$ cat src/common/exec_pkg.sv
// execute path widths, opcode and control enums, pipeline stage structs
package exec_pkg;

  localparam int XLEN       = 64;
  localparam int ILEN       = 32;
  localparam int REG_AW     = 5;
  localparam int NUM_REGS   = 32;
  localparam int ALU_OP_CNT = 16;

  // RV64 major opcodes handled by the decoder
  typedef enum logic [6:0] {
    opc_load      = 7'b0000011,
    opc_op_imm    = 7'b0010011,
    opc_auipc     = 7'b0010111,
    opc_op_imm_32 = 7'b0011011,
    opc_op        = 7'b0110011,
    opc_lui       = 7'b0110111,
    opc_op_32     = 7'b0111011,
    opc_branch    = 7'b1100011,
    opc_jalr      = 7'b1100111,
    opc_jal       = 7'b1101111
  } opcode_e;

  typedef enum logic [4:0] {
    alu_add  = 5'd0,
    alu_sub  = 5'd1,
    alu_slt  = 5'd2,
    alu_sltu = 5'd3,
    alu_xor  = 5'd4,
    alu_and  = 5'd5,
    alu_or   = 5'd6,
    alu_sll  = 5'd7,
    alu_srl  = 5'd8,
    alu_sra  = 5'd9,
    alu_mul  = 5'd10,
    alu_div  = 5'd11,
    alu_divu = 5'd12,
    alu_rem  = 5'd13,
    alu_remu = 5'd14,
    alu_copy = 5'd15
  } alu_op_e;

  typedef enum logic [2:0] {
    br_none = 3'b000,
    br_jal  = 3'b001,
    br_jalr = 3'b010,
    br_beq  = 3'b100,
    br_bne  = 3'b101,
    br_blt  = 3'b110,
    br_bge  = 3'b111
  } branch_e;

  typedef enum logic [2:0] {
    mem_lb, mem_lbu, mem_lh, mem_lhu, mem_lw, mem_lwu, mem_ld, mem_none
  } mem_op_e;

  typedef enum logic [1:0] {
    srcb_rs2, srcb_imm, srcb_four
  } src_b_e;

  typedef struct packed {
    alu_op_e alu_op;
    branch_e branch;
    mem_op_e mem_op;
    src_b_e  src_b;
    logic    src_a_pc;
    logic    word_cut;
    logic    reg_write;
    logic    illegal;
  } ctrl_t;

  typedef struct packed {
    logic              valid;
    logic [XLEN-1:0]   pc;
    logic [XLEN-1:0]   imm;
    logic [REG_AW-1:0] rs1;
    logic [REG_AW-1:0] rs2;
    logic [REG_AW-1:0] rd;
    logic [XLEN-1:0]   rdata;
    ctrl_t             ctrl;
  } dec_req_t;

  typedef struct packed {
    logic              valid;
    logic [XLEN-1:0]   pc;
    logic [XLEN-1:0]   nextpc;
    logic [REG_AW-1:0] rd;
    logic              reg_write;
    logic [XLEN-1:0]   wdata;
    logic              illegal;
  } ex_res_t;

  typedef struct packed {
    logic [XLEN-1:0]   pc;
    logic [XLEN-1:0]   nextpc;
    logic [REG_AW-1:0] rd;
    logic [XLEN-1:0]   wdata;
    logic              reg_write;
    logic              illegal;
  } commit_t;

endpackage
$ cat src/idu/idu_decode.sv
// instruction decoder: control fields, immediates and the request register
`timescale 1ns/10ps
module idu_decode (
  input  logic                      i_clk,
  input  logic                      i_rst_n,
  input  logic                      i_valid,
  input  logic [exec_pkg::ILEN-1:0] i_inst,
  input  logic [exec_pkg::XLEN-1:0] i_pc,
  input  logic [exec_pkg::XLEN-1:0] i_rdata,
  output exec_pkg::dec_req_t        o_req
);
  import exec_pkg::*;

  opcode_e         opcode;
  logic [2:0]      funct3;
  logic [6:0]      funct7;
  logic            is_reg;
  logic            is_word;
  logic [XLEN-1:0] imm_i;
  logic [XLEN-1:0] imm_b;
  logic [XLEN-1:0] imm_u;
  logic [XLEN-1:0] imm_j;
  logic [XLEN-1:0] imm;
  ctrl_t           ctrl;
  dec_req_t        req_d;
  dec_req_t        req_q;
  logic            valid_q;

  assign opcode  = opcode_e'(i_inst[6:0]);
  assign funct3  = i_inst[14:12];
  // bit 5 picks register forms, bit 3 the 32-bit forms
  assign is_reg  = i_inst[5];
  assign is_word = i_inst[3];

  assign imm_i = {{(XLEN-12){i_inst[31]}}, i_inst[31:20]};
  assign imm_b = {{(XLEN-12){i_inst[31]}}, i_inst[7], i_inst[30:25], i_inst[11:8], 1'b0};
  assign imm_u = {{(XLEN-32){i_inst[31]}}, i_inst[31:12], 12'b0};
  assign imm_j = {{(XLEN-20){i_inst[31]}}, i_inst[19:12], i_inst[20], i_inst[30:21], 1'b0};

  // bit 25 is shamt[5] in 64-bit immediate shifts
  always_comb begin
    funct7 = i_inst[31:25];
    if (!is_reg && !is_word) begin
      funct7[0] = 1'b0;
    end
  end

  always_comb begin
    ctrl           = '0;
    ctrl.alu_op    = alu_add;
    ctrl.branch    = br_none;
    ctrl.mem_op    = mem_none;
    ctrl.src_b     = srcb_imm;
    ctrl.reg_write = 1'b1;
    imm            = imm_i;
    case (opcode)
      opc_lui: begin
        ctrl.alu_op = alu_copy;
        imm         = imm_u;
      end
      opc_auipc: begin
        ctrl.src_a_pc = 1'b1;
        imm           = imm_u;
      end
      opc_jal: begin
        // link value pc+4 comes from the ALU
        ctrl.branch   = br_jal;
        ctrl.src_a_pc = 1'b1;
        ctrl.src_b    = srcb_four;
        imm           = imm_j;
      end
      opc_jalr: begin
        ctrl.branch   = br_jalr;
        ctrl.src_a_pc = 1'b1;
        ctrl.src_b    = srcb_four;
        ctrl.illegal  = (funct3 != 3'b000);
      end
      opc_branch: begin
        imm            = imm_b;
        ctrl.src_b     = srcb_rs2;
        ctrl.reg_write = 1'b0;
        // bltu/bgeu share blt/bge with the unsigned compare
        if (funct3[1]) begin
          ctrl.alu_op = alu_sltu;
        end else begin
          ctrl.alu_op = alu_slt;
        end
        case (funct3)
          3'b000:         ctrl.branch = br_beq;
          3'b001:         ctrl.branch = br_bne;
          3'b100, 3'b110: ctrl.branch = br_blt;
          3'b101, 3'b111: ctrl.branch = br_bge;
          default:        ctrl.illegal = 1'b1;
        endcase
      end
      opc_load: begin
        case (funct3)
          3'b000:  ctrl.mem_op = mem_lb;
          3'b001:  ctrl.mem_op = mem_lh;
          3'b010:  ctrl.mem_op = mem_lw;
          3'b011:  ctrl.mem_op = mem_ld;
          3'b100:  ctrl.mem_op = mem_lbu;
          3'b101:  ctrl.mem_op = mem_lhu;
          3'b110:  ctrl.mem_op = mem_lwu;
          default: ctrl.illegal = 1'b1;
        endcase
      end
      opc_op_imm, opc_op_imm_32, opc_op, opc_op_32: begin
        ctrl.word_cut = is_word;
        if (is_reg) begin
          ctrl.src_b = srcb_rs2;
        end
        if (is_reg && funct7 == 7'b0000001) begin
          // M extension, mulh variants not supported
          case (funct3)
            3'b000:  ctrl.alu_op = alu_mul;
            3'b100:  ctrl.alu_op = alu_div;
            3'b101:  ctrl.alu_op = alu_divu;
            3'b110:  ctrl.alu_op = alu_rem;
            3'b111:  ctrl.alu_op = alu_remu;
            default: ctrl.illegal = 1'b1;
          endcase
        end else begin
          case (funct3)
            3'b000:  ctrl.alu_op = (is_reg && funct7[5]) ? alu_sub : alu_add;
            3'b001:  ctrl.alu_op = alu_sll;
            3'b010:  ctrl.alu_op = alu_slt;
            3'b011:  ctrl.alu_op = alu_sltu;
            3'b100:  ctrl.alu_op = alu_xor;
            3'b101:  ctrl.alu_op = funct7[5] ? alu_sra : alu_srl;
            3'b110:  ctrl.alu_op = alu_or;
            default: ctrl.alu_op = alu_and;
          endcase
          if (is_reg || funct3 == 3'b001 || funct3 == 3'b101) begin
            if ({funct7[6], funct7[4:0]} != '0) begin
              ctrl.illegal = 1'b1;
            end
            if (funct7[5] && funct3 != 3'b101 && !(funct3 == 3'b000 && is_reg)) begin
              ctrl.illegal = 1'b1;
            end
          end
          if (is_word && funct3 != 3'b000 && funct3 != 3'b001 && funct3 != 3'b101) begin
            ctrl.illegal = 1'b1;
          end
        end
      end
      default: ctrl.illegal = 1'b1;
    endcase
    // an illegal instruction retires with no side effects
    if (ctrl.illegal) begin
      ctrl.reg_write = 1'b0;
      ctrl.branch    = br_none;
      ctrl.mem_op    = mem_none;
    end
  end

  assign req_d = '{
    valid: i_valid,
    pc:    i_pc,
    imm:   imm,
    rs1:   i_inst[19:15],
    rs2:   i_inst[24:20],
    rd:    i_inst[11:7],
    rdata: i_rdata,
    ctrl:  ctrl
  };

  always_ff @(posedge i_clk) begin
    if (!i_rst_n) begin
      valid_q <= 1'b0;
    end else begin
      valid_q <= i_valid;
    end
  end

  always_ff @(posedge i_clk) begin
    if (i_valid) begin
      req_q <= req_d;
    end
  end

  always_comb begin
    o_req       = req_q;
    o_req.valid = valid_q;
  end

  a_alu_op_range: assert property (@(posedge i_clk) disable iff (!i_rst_n)
    o_req.valid |-> (!$isunknown(o_req.ctrl.alu_op) &&
                     int'(o_req.ctrl.alu_op) < ALU_OP_CNT));

endmodule

$ cat config.mk
export PLATFORM = sky130hd
export DESIGN_NAME = idu_decode
export DESIGN_NICKNAME = d
export VERILOG_FILES = /design/src/common/exec_pkg.sv /design/src/idu/idu_decode.sv
export SDC_FILE = /design/constraint.sdc
export NUM_CORES = 1
export LEC_CHECK = 0
export BUFFER_PORTS_ARGS = -buffer_cell sky130_fd_sc_hd__buf_2
export CAP_MARGIN = 20
export CELL_PAD_IN_SITES_DETAIL_PLACEMENT = 1
export CELL_PAD_IN_SITES_GLOBAL_PLACEMENT = 1
export CORE_ASPECT_RATIO = 0.75
export CORE_MARGIN = 3
export CORE_UTILIZATION = 25
export DETAILED_ROUTE_END_ITERATION = 10
export GPL_ROUTABILITY_DRIVEN = 0
export GPL_TIMING_DRIVEN = 0
export PLACE_DENSITY = 0.58
export SYNTH_ARGS = -nofsm -noshare
export SYNTH_HDL_FRONTEND = slang
export SYNTH_SLANG_ARGS = --single-unit
$ cat constraint.sdc
create_clock -name i_clk -period 1.5 [get_ports i_clk]
set_input_delay 0 -clock i_clk [delete_from_list [all_inputs] [get_ports i_clk]]
set_output_delay 0 -clock i_clk [all_outputs]
set_load 0.005 [all_outputs]
### Yosys cells after proc, flatten, opt, wreduce, memory -nomap -nowiden

Cells that the tools add are included.

* reductions and logical operators: 28
* bitwise gates (word level): 1
* multiplexer cells: 25
* eq/ne operators: 20

Operator list (count)
* $pmux W31 S3: 1
* $pmux W4 S7: 1
* $eq A7 B5 Y1 const B: 3
* $eq A7 B6 Y1 const B: 3
* $eq A7 B7 Y1 const B: 3
* $pmux W3 S7: 1
* $pmux W4 S5: 1
* $mux W1: 15
* $pmux W5 S3: 1
* $eq A3 B3 Y1 const B: 4
* $pmux W3 S4: 1
* $reduce_or A2 Y1: 5
* $logic_and A1 B1 Y1: 9
* $pmux W3 S3: 1
* $eq A7 B1 Y1 const B: 1
* $eq A7 B2 Y1 const B: 1
* $reduce_or A7 Y1: 1
* $eq A3 B2 Y1 const B: 2
* $pmux W2 S3: 1
* $reduce_bool A6 Y1: 1
* $reduce_or A3 Y1: 2
* $reduce_or A6 Y1: 1
* $mux W5: 1
* $pmux W1 S5: 1
* other kinds (10): 13

* output and inout bits: 225
* input port bits: 163
* logic and storage cells: 89
* register bits after elaboration: 193

### Longest topological paths before layout

Gate-level depths: netlist of run 1.

* depth after elaboration: 11
* mapped depth: 6

### Least setup slack after synthesis of run 1

OpenSTA, ideal clock, no wires.

* path kind: input port to flip-flop
* start point: in i_inst[2] (netlist name)
* end point: reg req_q, in the netlist o_req[1], data pin
* buffers on the path: 1
* arrival time: 1.005 ns
* setup slack: 0.226 ns
* stages: 4
* cell sequence: buf_2 > or4b_4 > a221oi_2 > a211oi_1

* longest elaborated chain between the ends: 3
* elaborated cells on any way between the ends: 14
* those cells by class: eq/ne (10); mux (2); reduce/logical (2)

RTL lines
* start: declaration: RTL line idu_decode.sv:7 `input logic [exec_pkg::ILEN-1:0] i_inst,`
* $eq A7 B5 Y1, or another cell as far along: RTL line idu_decode.sv:56 `case (opcode)`
* $reduce_or A4 Y1 / $reduce_or A3 Y1 (equally long branches)
* $pmux W1 S5: RTL line idu_decode.sv:56
* end signal: assignment: RTL line idu_decode.sv:178 `req_q <= req_d;`
* end: declaration: RTL line idu_decode.sv:26 `dec_req_t req_q;`

Several ways; a longest one is shown, not always the timed one.
A chain may end at the register's enable or synchronous reset.

### Final worst setup path of run 1

* start point: reg o_req[127] (netlist name)
* end point: out o_req[148] (netlist name)

RTL lines
* end: declaration: RTL line idu_decode.sv:10 `output exec_pkg::dec_req_t o_req`

No word-level cell between the ends.

==> run_results.csv, run 1 <==
group,metric,value,unit
run_status,status,"finished, final reports clean",
routing,vias_per_cell,4.19,
placement,dp_slack,-0.512,ns
synthesis,synth_ff_type,"edfxtp_1",
finish,seq_area,0.00576,sq mm
clocking,path_clk_slew,0.07,ns
global_routing,antenna_found_initial,0,
sta,rsz0062_at_grt,"no",
global_routing,grt_overflow_total,0,
global_routing,grt_max_degree,123,
floorplanning,io_pins,388,
synthesis,synth_cells,368,
finish,n_antenna_cell,0,
clocking,cts_made_buffers,17,
floorplanning,core_area,0.0271,sq mm
power,leakage,4.95,nW
setup_path,crit_required,1.50,ns
sta,hold_viol,0,
finish,multiInputGateArea,831,sq um
clocking,tritoncts,"built",
power,power_density,1100,mW/mm^2
routing,drcViolationCount,0,
clocking,cts.htree.levels,4,
setup_path,cp-start-kind,"flip-flop",
global_routing,grt_pass1_vias,5829,
synthesis,synth-edff-count,191,
worst_hold_path,hold_depth,1,
floorplanning,die-area,0.0298,sq mm
job,drv_cap,0,
floorplanning,floorplan.initialDensity,25.5,%
floorplanning,rows,52,
sta,max_freq,0.771,GHz
worst_hold_path,whs_endpoint,"o_req[215]$_DFFE_PP_",
synthesis,ys_seq_elements,192,
sta,setup_ws,0.203,ns
sta,max_slew.worst_pin.slew,0.730,ns
synthesis,async_flop_share,0,%
worst_hold_path,hold_class,"primary input to flip-flop",
placement,hpwl,17100,um
routing,drt-initial-drc-count,246,
global_routing,grtUsageTotal,16.0,%
sta,report.final.slew_viol_count,0,
synthesis,synth_area,0.00692,sq mm
routing,dr_total_vias,5423,
setup_path,critPathMaxFanout,17,
sta,fin_crit_sh,86.5,%
synthesis,syn_area_per_cell,18.8,sq um
placement,portBuffers,385,
setup_path,critPathCaptureType,"primary output",
finish,final_nets,1093,
global_routing,grt_pass1_wl,35600,um
routing,drtAntennaViolNets,0,
worst_hold_path,hold_path.startpoint,"i_valid",
routing,wire_per_inst,19.5,um
routing,drtPass1Iterations,4,
finish,final_area,0.0115,sq mm
synthesis,syn_nets,531,
finish,drive_above_1_share,50.1,%
synthesis,ys_seq_area_share,83.1,%
synthesis,yosysUniqueCellTypes,46,
synthesis,synth_warnings,0,
clocking,clock_path_buffers,2,
clocking,root_buffer,"clkbuf_16",
sta,finalSetupTns,0,ns
sta,post-route-min-period,1.30,ns
setup_path,cp.arrival,1.30,ns
power,ir_drop,0.717,mV
routing,routed_wl,25200,um
sta,slew_headroom,51.3,%
finish,area_growth,65.7,%
setup_path,crit_type,"flip-flop to primary output",
floorplanning,die_x,198,um
finish,n_fill_cell,2887,
clocking,clock-sinks,192,
sta,setup_viol,0,
power,finalPower,12.6,mW
floorplanning,die-height,150,um
placement,placed_cell_area,0.00933,sq mm
-- layout by cell type (no fill, tap or decap), drive strengths merged, types with 2 or more instances in the layout --
master and count:
a211o 3, a211oi 2, a21o 21, a21oi 7, a31oi 2, and2 8
and3 2, buf 431, clkbuf 25, clkinv 5, clkinvlp 2, dlygate4sd3 152
edfxtp 191, inv 12, nand2 19, nor2 8, nor2b 2, nor3 4
nor4 8, o211ai 3, o21ai 12
-- report_power, final --
group	internal (mW)	total (mW)	leakage (nW)	switching, mW
clock network	2.36	4.55	0.277	2.19
registers	6.36	6.46	1.88	0.106
logic	0.871	1.62	2.80	0.745
total	9.59	12.6	4.95	3.04
-- critical path, cell delays in order, from the launching register on --
cell and delay [ns]:
edfxtp_1 0.40, buf_4 0.21, buf_4 0.14, buf_2 0.12
-- area by class of cell --
class | count | area share [%]
Buffer | 46 | 2.77
Clock buffer | 19 | 3.77
Clock inverter | 13 | 1.29
Inverter | 7 | 0.229
Multi-Input combinational cell | 123 | 7.24
Sequential cell | 192 | 50.2
Tap cell | 351 | 3.83
Timing Repair Buffer | 543 | 30.7
-- layer usage --
metal | share of wire, % | global-route usage (%)
met5 | 0 | 0
met4 | 2.1 | 5.06
met3 | 7.3 | 5.46
met2 | 51 | 28.0
met1 | 40 | 18.7
-- metrics by stage --
stage | cells | hold WS [ns] | utilization, %
floorplan | 368 | 0.0989 | -
global placement | 1104 | 0.177 | 34.2
detailed placement | 1105 | 0.178 | 34.4
CTS | 1293 | 0.0278 | 42.2
global route | 1294 | 0.0528 | 42.3
finish | 1294 | 0.0367 | 42.3
-- flip-flops by register name, indices dropped and copies added (netlist names) --
signal,flops
valid_q,1
o_req,191
-- synth_stat cells (all sizes together), types with 2 or more instances --
cell type | count | area share [%]
and2 | 8 | 0.72
edfxtp | 191 | 83
nor4 | 8 | 1.4
nand2 | 19 | 1.1
buf | 41 | 4.3
a211o | 3 | 0.38
nor2 | 8 | 0.43
a21o | 21 | 2.3
nor2b | 2 | 0.18
a211oi | 2 | 0.22
clkbuf | 5 | 0.27
o21ai | 12 | 0.87
a21oi | 7 | 0.51
and3 | 2 | 0.18
a31oi | 2 | 0.18
inv | 7 | 0.38
o211ai | 3 | 0.33
nor3 | 4 | 0.36
-- how the worst max path moves through the flow --
stage                                     from                endpoint  slack [ns]  cells past startpoint
final                     o_req[127]$_DFFE_PP_              o_req[148]        0.20                      3
after global routing                i_inst[14]  o_req[1]$_SDFFCE_PP0P_        0.08                      6
after CTS                            i_inst[2]     o_req[12]$_DFFE_PP_        0.09                      5
after detailed placement             i_inst[1]    o_req[116]$_DFFE_PP_       -0.51                      6
after global placement                 i_valid     o_req[22]$_DFFE_PP_       -2.21                      1
after floorplan                      i_inst[2]  o_req[1]$_SDFFCE_PP0P_        0.23                      4
-- timing repair --
action | CTS | global route
gates resized for setup | 0 | 1
hold buffers | 152 | 0
endpoints found under the setup margin | 43 | 1
buffers inserted | 4 | 0
pin swaps | 1 | 0
hold endpoints to repair | 173 | 0
-- kinds of logic (layout without fill, tap and decap cells) --
family / after synthesis / after routing / share of synthesized area (%)
flops: 192 / 192 / 83.1
simple gates: 61 / 61 / 5.58
compound gates: 60 / 60 / 6.13
buf+inv: 53 / 628 / 4.97
other cells: 1 / 1 / 0.0542
mux: 1 / 1 / 0.145
Power figures use the tool's default switching activity.
==> inputs of run 2 (changes only) <==
Settings changed: CORE_ASPECT_RATIO 0.75 to 1.75.
==> run_results.csv, run 2 (synthesized netlist as in run 1, its figures left out) <==
group,metric,value,unit
finish,largest_reg_flops,191,
setup_path,slowest_stage,"dlygate4sd3_1",
clocking,tritoncts,"built",
sta,report.final.slew_viol_count,0,
floorplanning,die_x,132,um
global_routing,grt_pass1_vias,5907,
sta,hold_viol,0,
floorplanning,die-height,226,um
setup_path,critical-path-top-delay-family,"buffers and inverters",
finish,layout_common_cells,"buf_2, edfxtp_1, dlygate4sd3_1",
finish,drive_above_1_share,50.2,%
sta,holdWs,0.0449,ns
finish,area_growth,66.3,%
sta,max_slew.worst_pin.slew,0.805,ns
global_routing,grt_pass1_wl,36800,um
sta,setup_viol,1,
finish,stdcell_count,1318,
setup_path,cp.arrival,1.67,ns
floorplanning,floorplan.initialDensity,25.3,%
setup_path,critPathCaptureType,"flip-flop",
power,ir_drop,0.778,mV
finish,n_fill_cell,2982,
setup_path,critPathMaxFanout,6,
run_status,status,"complete, but fails checks",
routing,vias_per_cell,4.11,
routing,dr_total_vias,5416,
placement,placed_cell_area,0.00935,sq mm
global_routing,antenna_found_initial,2,
global_routing,grt_overflow_total,0,
routing,drtAntennaViolNets,0,
finish,final_util,42.1,%
floorplanning,die-area,0.0298,sq mm
clocking,clock-sinks,192,
routing,routed_wl,26000,um
finish,final_nets,1097,
clocking,cts.htree.levels,4,
floorplanning,io_pins,388,
global_routing,grtUsageTotal,16.8,%
placement,dp_slack,-0.618,ns
routing,wire_per_inst,19.7,um
routing,drtPass1Iterations,4,
clocking,root_buffer,"clkbuf_16",
sta,max_freq,0.666,GHz
job,drv_cap,0,
setup_path,cp_cell_sequence,"dlygate4sd3_1 -> buf_6 -> nor4_4 -> buf_4 -> a21oi_1 -> mux2i_1 -> o311ai_1",
clocking,cts_made_buffers,17,
placement,place_inst,1123,
routing,drt-initial-drc-count,216,
sta,post-route-min-period,1.50,ns
sta,setup_ws,-0.000929,ns
clocking,path_clk_slew,0.07,ns
placement,hpwl,17900,um
sta,finalSetupTns,-0.000929,ns
worst_hold_path,hold_class,"primary input to flip-flop",
setup_path,crit_required,1.67,ns
finish,final_area,0.0115,sq mm
power,power_density,1080,mW/mm^2
global_routing,grt_max_degree,98,
clocking,clock_path_buffers,2,
power,leakage,4.96,nW
setup_path,crit_type,"primary input to flip-flop",
finish,final_common_cell,"buf_2",
sta,slew_headroom,46.3,%
setup_path,max_stage_delay,0.55,ns
routing,drcViolationCount,0,
setup_path,crit_buf_inv,3,
power,finalPower,12.4,mW
floorplanning,core_area,0.0273,sq mm
floorplanning,rows,80,
setup_path,cp-start-kind,"primary input",
placement,portBuffers,385,
run_status,violations,"setup timing",
sta,fin_crit_sh,100,%
[run 2: area by class of cell]
cell class,instances,area (sq um),area share (%)
sequential,192,5760,50.0
timing repair buffer,547,3560,30.9
multi-input combinational,123,842,7.31
tap,369,462,4.01
clock buffer,19,433,3.76
buffer,46,318,2.76
clock inverter,13,111,0.967
inverter,7,26.3,0.228
antenna,2,5.00,0.0435
[run 2: path summary, 6_finish.rpt]
path | to | start | depth (start not counted) | slack (ns)
max | o_req[14]$_DFFE_PP_ | i_inst[26] | 7 | -0.0009
min | o_req[58]$_DFFE_PP_ | i_valid | 1 | 0.04
[run 2: per-layer routing]
layer / vias to the layer above / track usage, % / part of all wire (%)
li1: 2523 / - / -
met1: 2669 / 16.8 / 35
met2: 185 / 32.6 / 58
met3: 39 / 4.10 / 4.1
met4: 0 / 7.43 / 3.0
met5: - / 0 / 0
[run 2: power breakdown]
part	switching, mW	total, mW	internal [mW]
sequential	0.105	6.47	6.36
clock	2.01	4.30	2.28
combinational	0.751	1.63	0.876
total	2.87	12.4	9.52
[run 2: timing repair]
item,4_1_cts,5_1_grt
hold buffers,152,0
cloned,0,0
endpoints found under the setup margin,44,6
gates resized for setup,1,7
hold endpoints to repair,173,0
buffers inserted,5,4
pin swaps,1,6
==> inputs of run 3 (changes only) <==
Settings changed: ABC_AREA set to 1, PLACE_DENSITY 0.58 to 0.59.
==> run_results.csv, run 3 <==
group,metric,value,unit
routing,drtPass1Iterations,6,
sta,setup_viol,0,
power,ir_drop,0.722,mV
setup_path,worstSetupEndpoint,"o_req[13]$_DFFE_PP_",
global_routing,grt_max_degree,100,
global_routing,grt_pass1_vias,6064,
setup_path,critical-path-top-delay-family,"buffers and inverters",
floorplanning,die_x,131,um
floorplanning,die-area,0.0296,sq mm
setup_path,crit_path_start,"i_inst[28]",
routing,dr_total_vias,5521,
finish,largest_reg_flops,191,
power,finalPower,12.2,mW
placement,hpwl,17500,um
synthesis,synth-edff-count,191,
synthesis,yosysTopAreaCellShare,83.6,%
setup_path,max_stage_delay,0.54,ns
setup_path,crit_required,1.67,ns
synthesis,synthTopCellsByCount,"edfxtp_1, nand2_1, buf_4",
sta,report.final.slew_viol_count,0,
setup_path,cp.arrival,1.61,ns
finish,final_nets,1125,
sta,holdWs,0.0287,ns
floorplanning,die-height,225,um
finish,area_growth,65.5,%
global_routing,antenna_found_initial,2,
synthesis,synth_area,0.00686,sq mm
clocking,tritoncts,"built",
setup_path,cp-start-kind,"primary input",
synthesis,syn_nets,564,
synthesis,ys_seq_elements,192,
synthesis,yosysMostFrequentCell,"edfxtp_1",
setup_path,crit_buf_inv,3,
floorplanning,io_pins,388,
synthesis,async_flop_share,0,%
synthesis,synth_ff_type,"edfxtp_1",
routing,wire_per_inst,18.9,um
routing,drt-initial-drc-count,262,
routing,vias_per_cell,4.12,
floorplanning,core_area,0.0268,sq mm
clocking,cts_resized,0,
finish,layout_common_cells,"buf_2, edfxtp_1, dlygate4sd3_1",
synthesis,synth_cells,401,
synthesis,synth_top_cell_by_area,"edfxtp_1",
job,drv_cap,0,
clocking,clock_path_buffers,2,
setup_path,critPathCaptureType,"flip-flop",
placement,portBuffers,385,
sta,max_slew.worst_pin.slew,0.816,ns
clocking,root_buffer,"clkbuf_16",
sta,slew_headroom,45.6,%
routing,drcViolationCount,0,
setup_path,critPathMaxFanout,6,
sta,post-route-min-period,1.43,ns
setup_path,slowest_stage,"dlygate4sd3_1",
run_status,status,"finished, final reports clean",
clocking,cts_made_buffers,17,
synthesis,ys_seq_area_share,83.9,%
routing,routed_wl,25300,um
setup_path,cp.depth,8,
global_routing,grt_overflow_total,0,
synthesis,syn_area_per_cell,17.1,sq um
worst_hold_path,hold_class,"primary input to flip-flop",
global_routing,grtUsageTotal,16.9,%
power,leakage,4.93,nW
setup_path,cp_cell_sequence,"dlygate4sd3_1 -> buf_2 -> nor2_1 -> nand3_1 -> inv_1 -> nand2_1 -> o31ai_1 -> nand2_1",
finish,final_common_cell,"buf_2",
synthesis,yosysUniqueCellTypes,27,
routing,drtAntennaViolNets,0,
floorplanning,rows,79,
clocking,path_clk_slew,0.06,ns
sta,rsz0062_at_grt,"no",
setup_path,cpMostUsedCell,"nand2_1",
floorplanning,floorplan.initialDensity,25.6,%
finish,drive_above_1_share,49.2,%
clocking,cts.htree.levels,4,
synthesis,synth_warnings,0,
synthesis,netlist_top_cells_area,"edfxtp_1, buf_4, nand2_1",
setup_path,crit_type,"primary input to flip-flop",
power,power_density,1070,mW/mm^2
sta,hold_viol,0,
worst_hold_path,hold_path.startpoint,"i_inst[5]",
sta,fin_crit_sh,95.5,%
clocking,clock-sinks,192,
global_routing,grt_pass1_wl,37200,um
sta,max_freq,0.698,GHz
## run 3: cell count changes in the layout (fill, tap and decap cells not counted), moves of 7 or more
| cell | before | now |
|---|---|---|
| nand2_1 | 18 | 42 |
| a21o_1 | 21 | 0 |
| inv_1 | 7 | 23 |
| nor2_1 | 8 | 24 |
| o21ai_0 | 11 | 23 |
| nand3_1 | 1 | 9 |
| nor2_2 | 0 | 8 |
| and2_1 | 7 | 0 |
| buf_4 | 44 | 37 |
| nand2_2 | 1 | 8 |
## run 3: worst min-delay path: cells and delay by family
family / cells / cell delay, ns
simple gates: 1 / 0.13
buf+inv: 1 / 0.11
compound gates: 1 / 0.10
## run 3: area by class of cell
type | count | area [sq um]
antenna | 2 | 5.00
buffer | 37 | 274
clock buffer | 19 | 433
clock inverter | 13 | 86.3
fill | 2929 | 15400
inverter | 27 | 104
multi-input combinational | 145 | 729
sequential | 192 | 5760
tap | 364 | 455
timing repair buffer | 542 | 3520
## run 3: through the flow
step	util [%]	instance area, sq um	setup slack, ns	instances	setup TNS, ns
finish	42.4	11400	0.0678	1341	0
global route	42.4	11400	0.0184	1341	0
CTS	42.4	11400	0.0895	1339	0
detailed placement	34.7	9280	-0.0807	1151	-0.716
global placement	34.5	9250	-2.16	1150	-409.44
floorplan	-	6860	0.456	401	0
## run 3: cell families after synthesis
group	after synthesis	synth area share [%]
DFF	192	83.9
and+or+nand+nor	106	7.58
buffers and inverters	64	5.51
AOI/OAI and AO/OA	38	2.99
other	1	0.0546
## run 3: how the worst min path moves through the flow
stage,end,slack (ns),cells after the start
3_3_place_gp,o_req[46]$_DFFE_PP_,0.18,1
5_1_grt,o_req[15]$_DFFE_PP_,0.04,3
4_1_cts,o_req[15]$_DFFE_PP_,0.002,3
2_1_floorplan,valid_q$_SDFF_PN0_,0.09,2
6_report,o_req[15]$_DFFE_PP_,0.03,3
3_5_place_dp,o_req[22]$_DFFE_PP_,0.18,1
## run 3: power breakdown
| part | total [mW] | internal (mW) | switching, mW | leakage (nW) |
|---|---|---|---|---|
| Combinational | 1.59 | 0.848 | 0.737 | 2.80 |
| Sequential | 6.47 | 6.36 | 0.105 | 1.88 |
| Clock | 4.13 | 2.12 | 2.01 | 0.253 |
## run 3: what timing repair did
action | in CTS | in global routing
hold buffers | 153 | 0
hold endpoints to repair | 173 | 0
endpoints found under the setup margin | 33 | 0
setup buffers | 3 | 0
## run 3: routing by layer
layer  track usage [%]  up-vias  share of wire, %
li1                  -     2535                 -
met1              17.1     2702                34
met2              31.8      229                56
met3              3.82       55               4.9
met4              9.83        0               4.6
met5                 0        -                 0
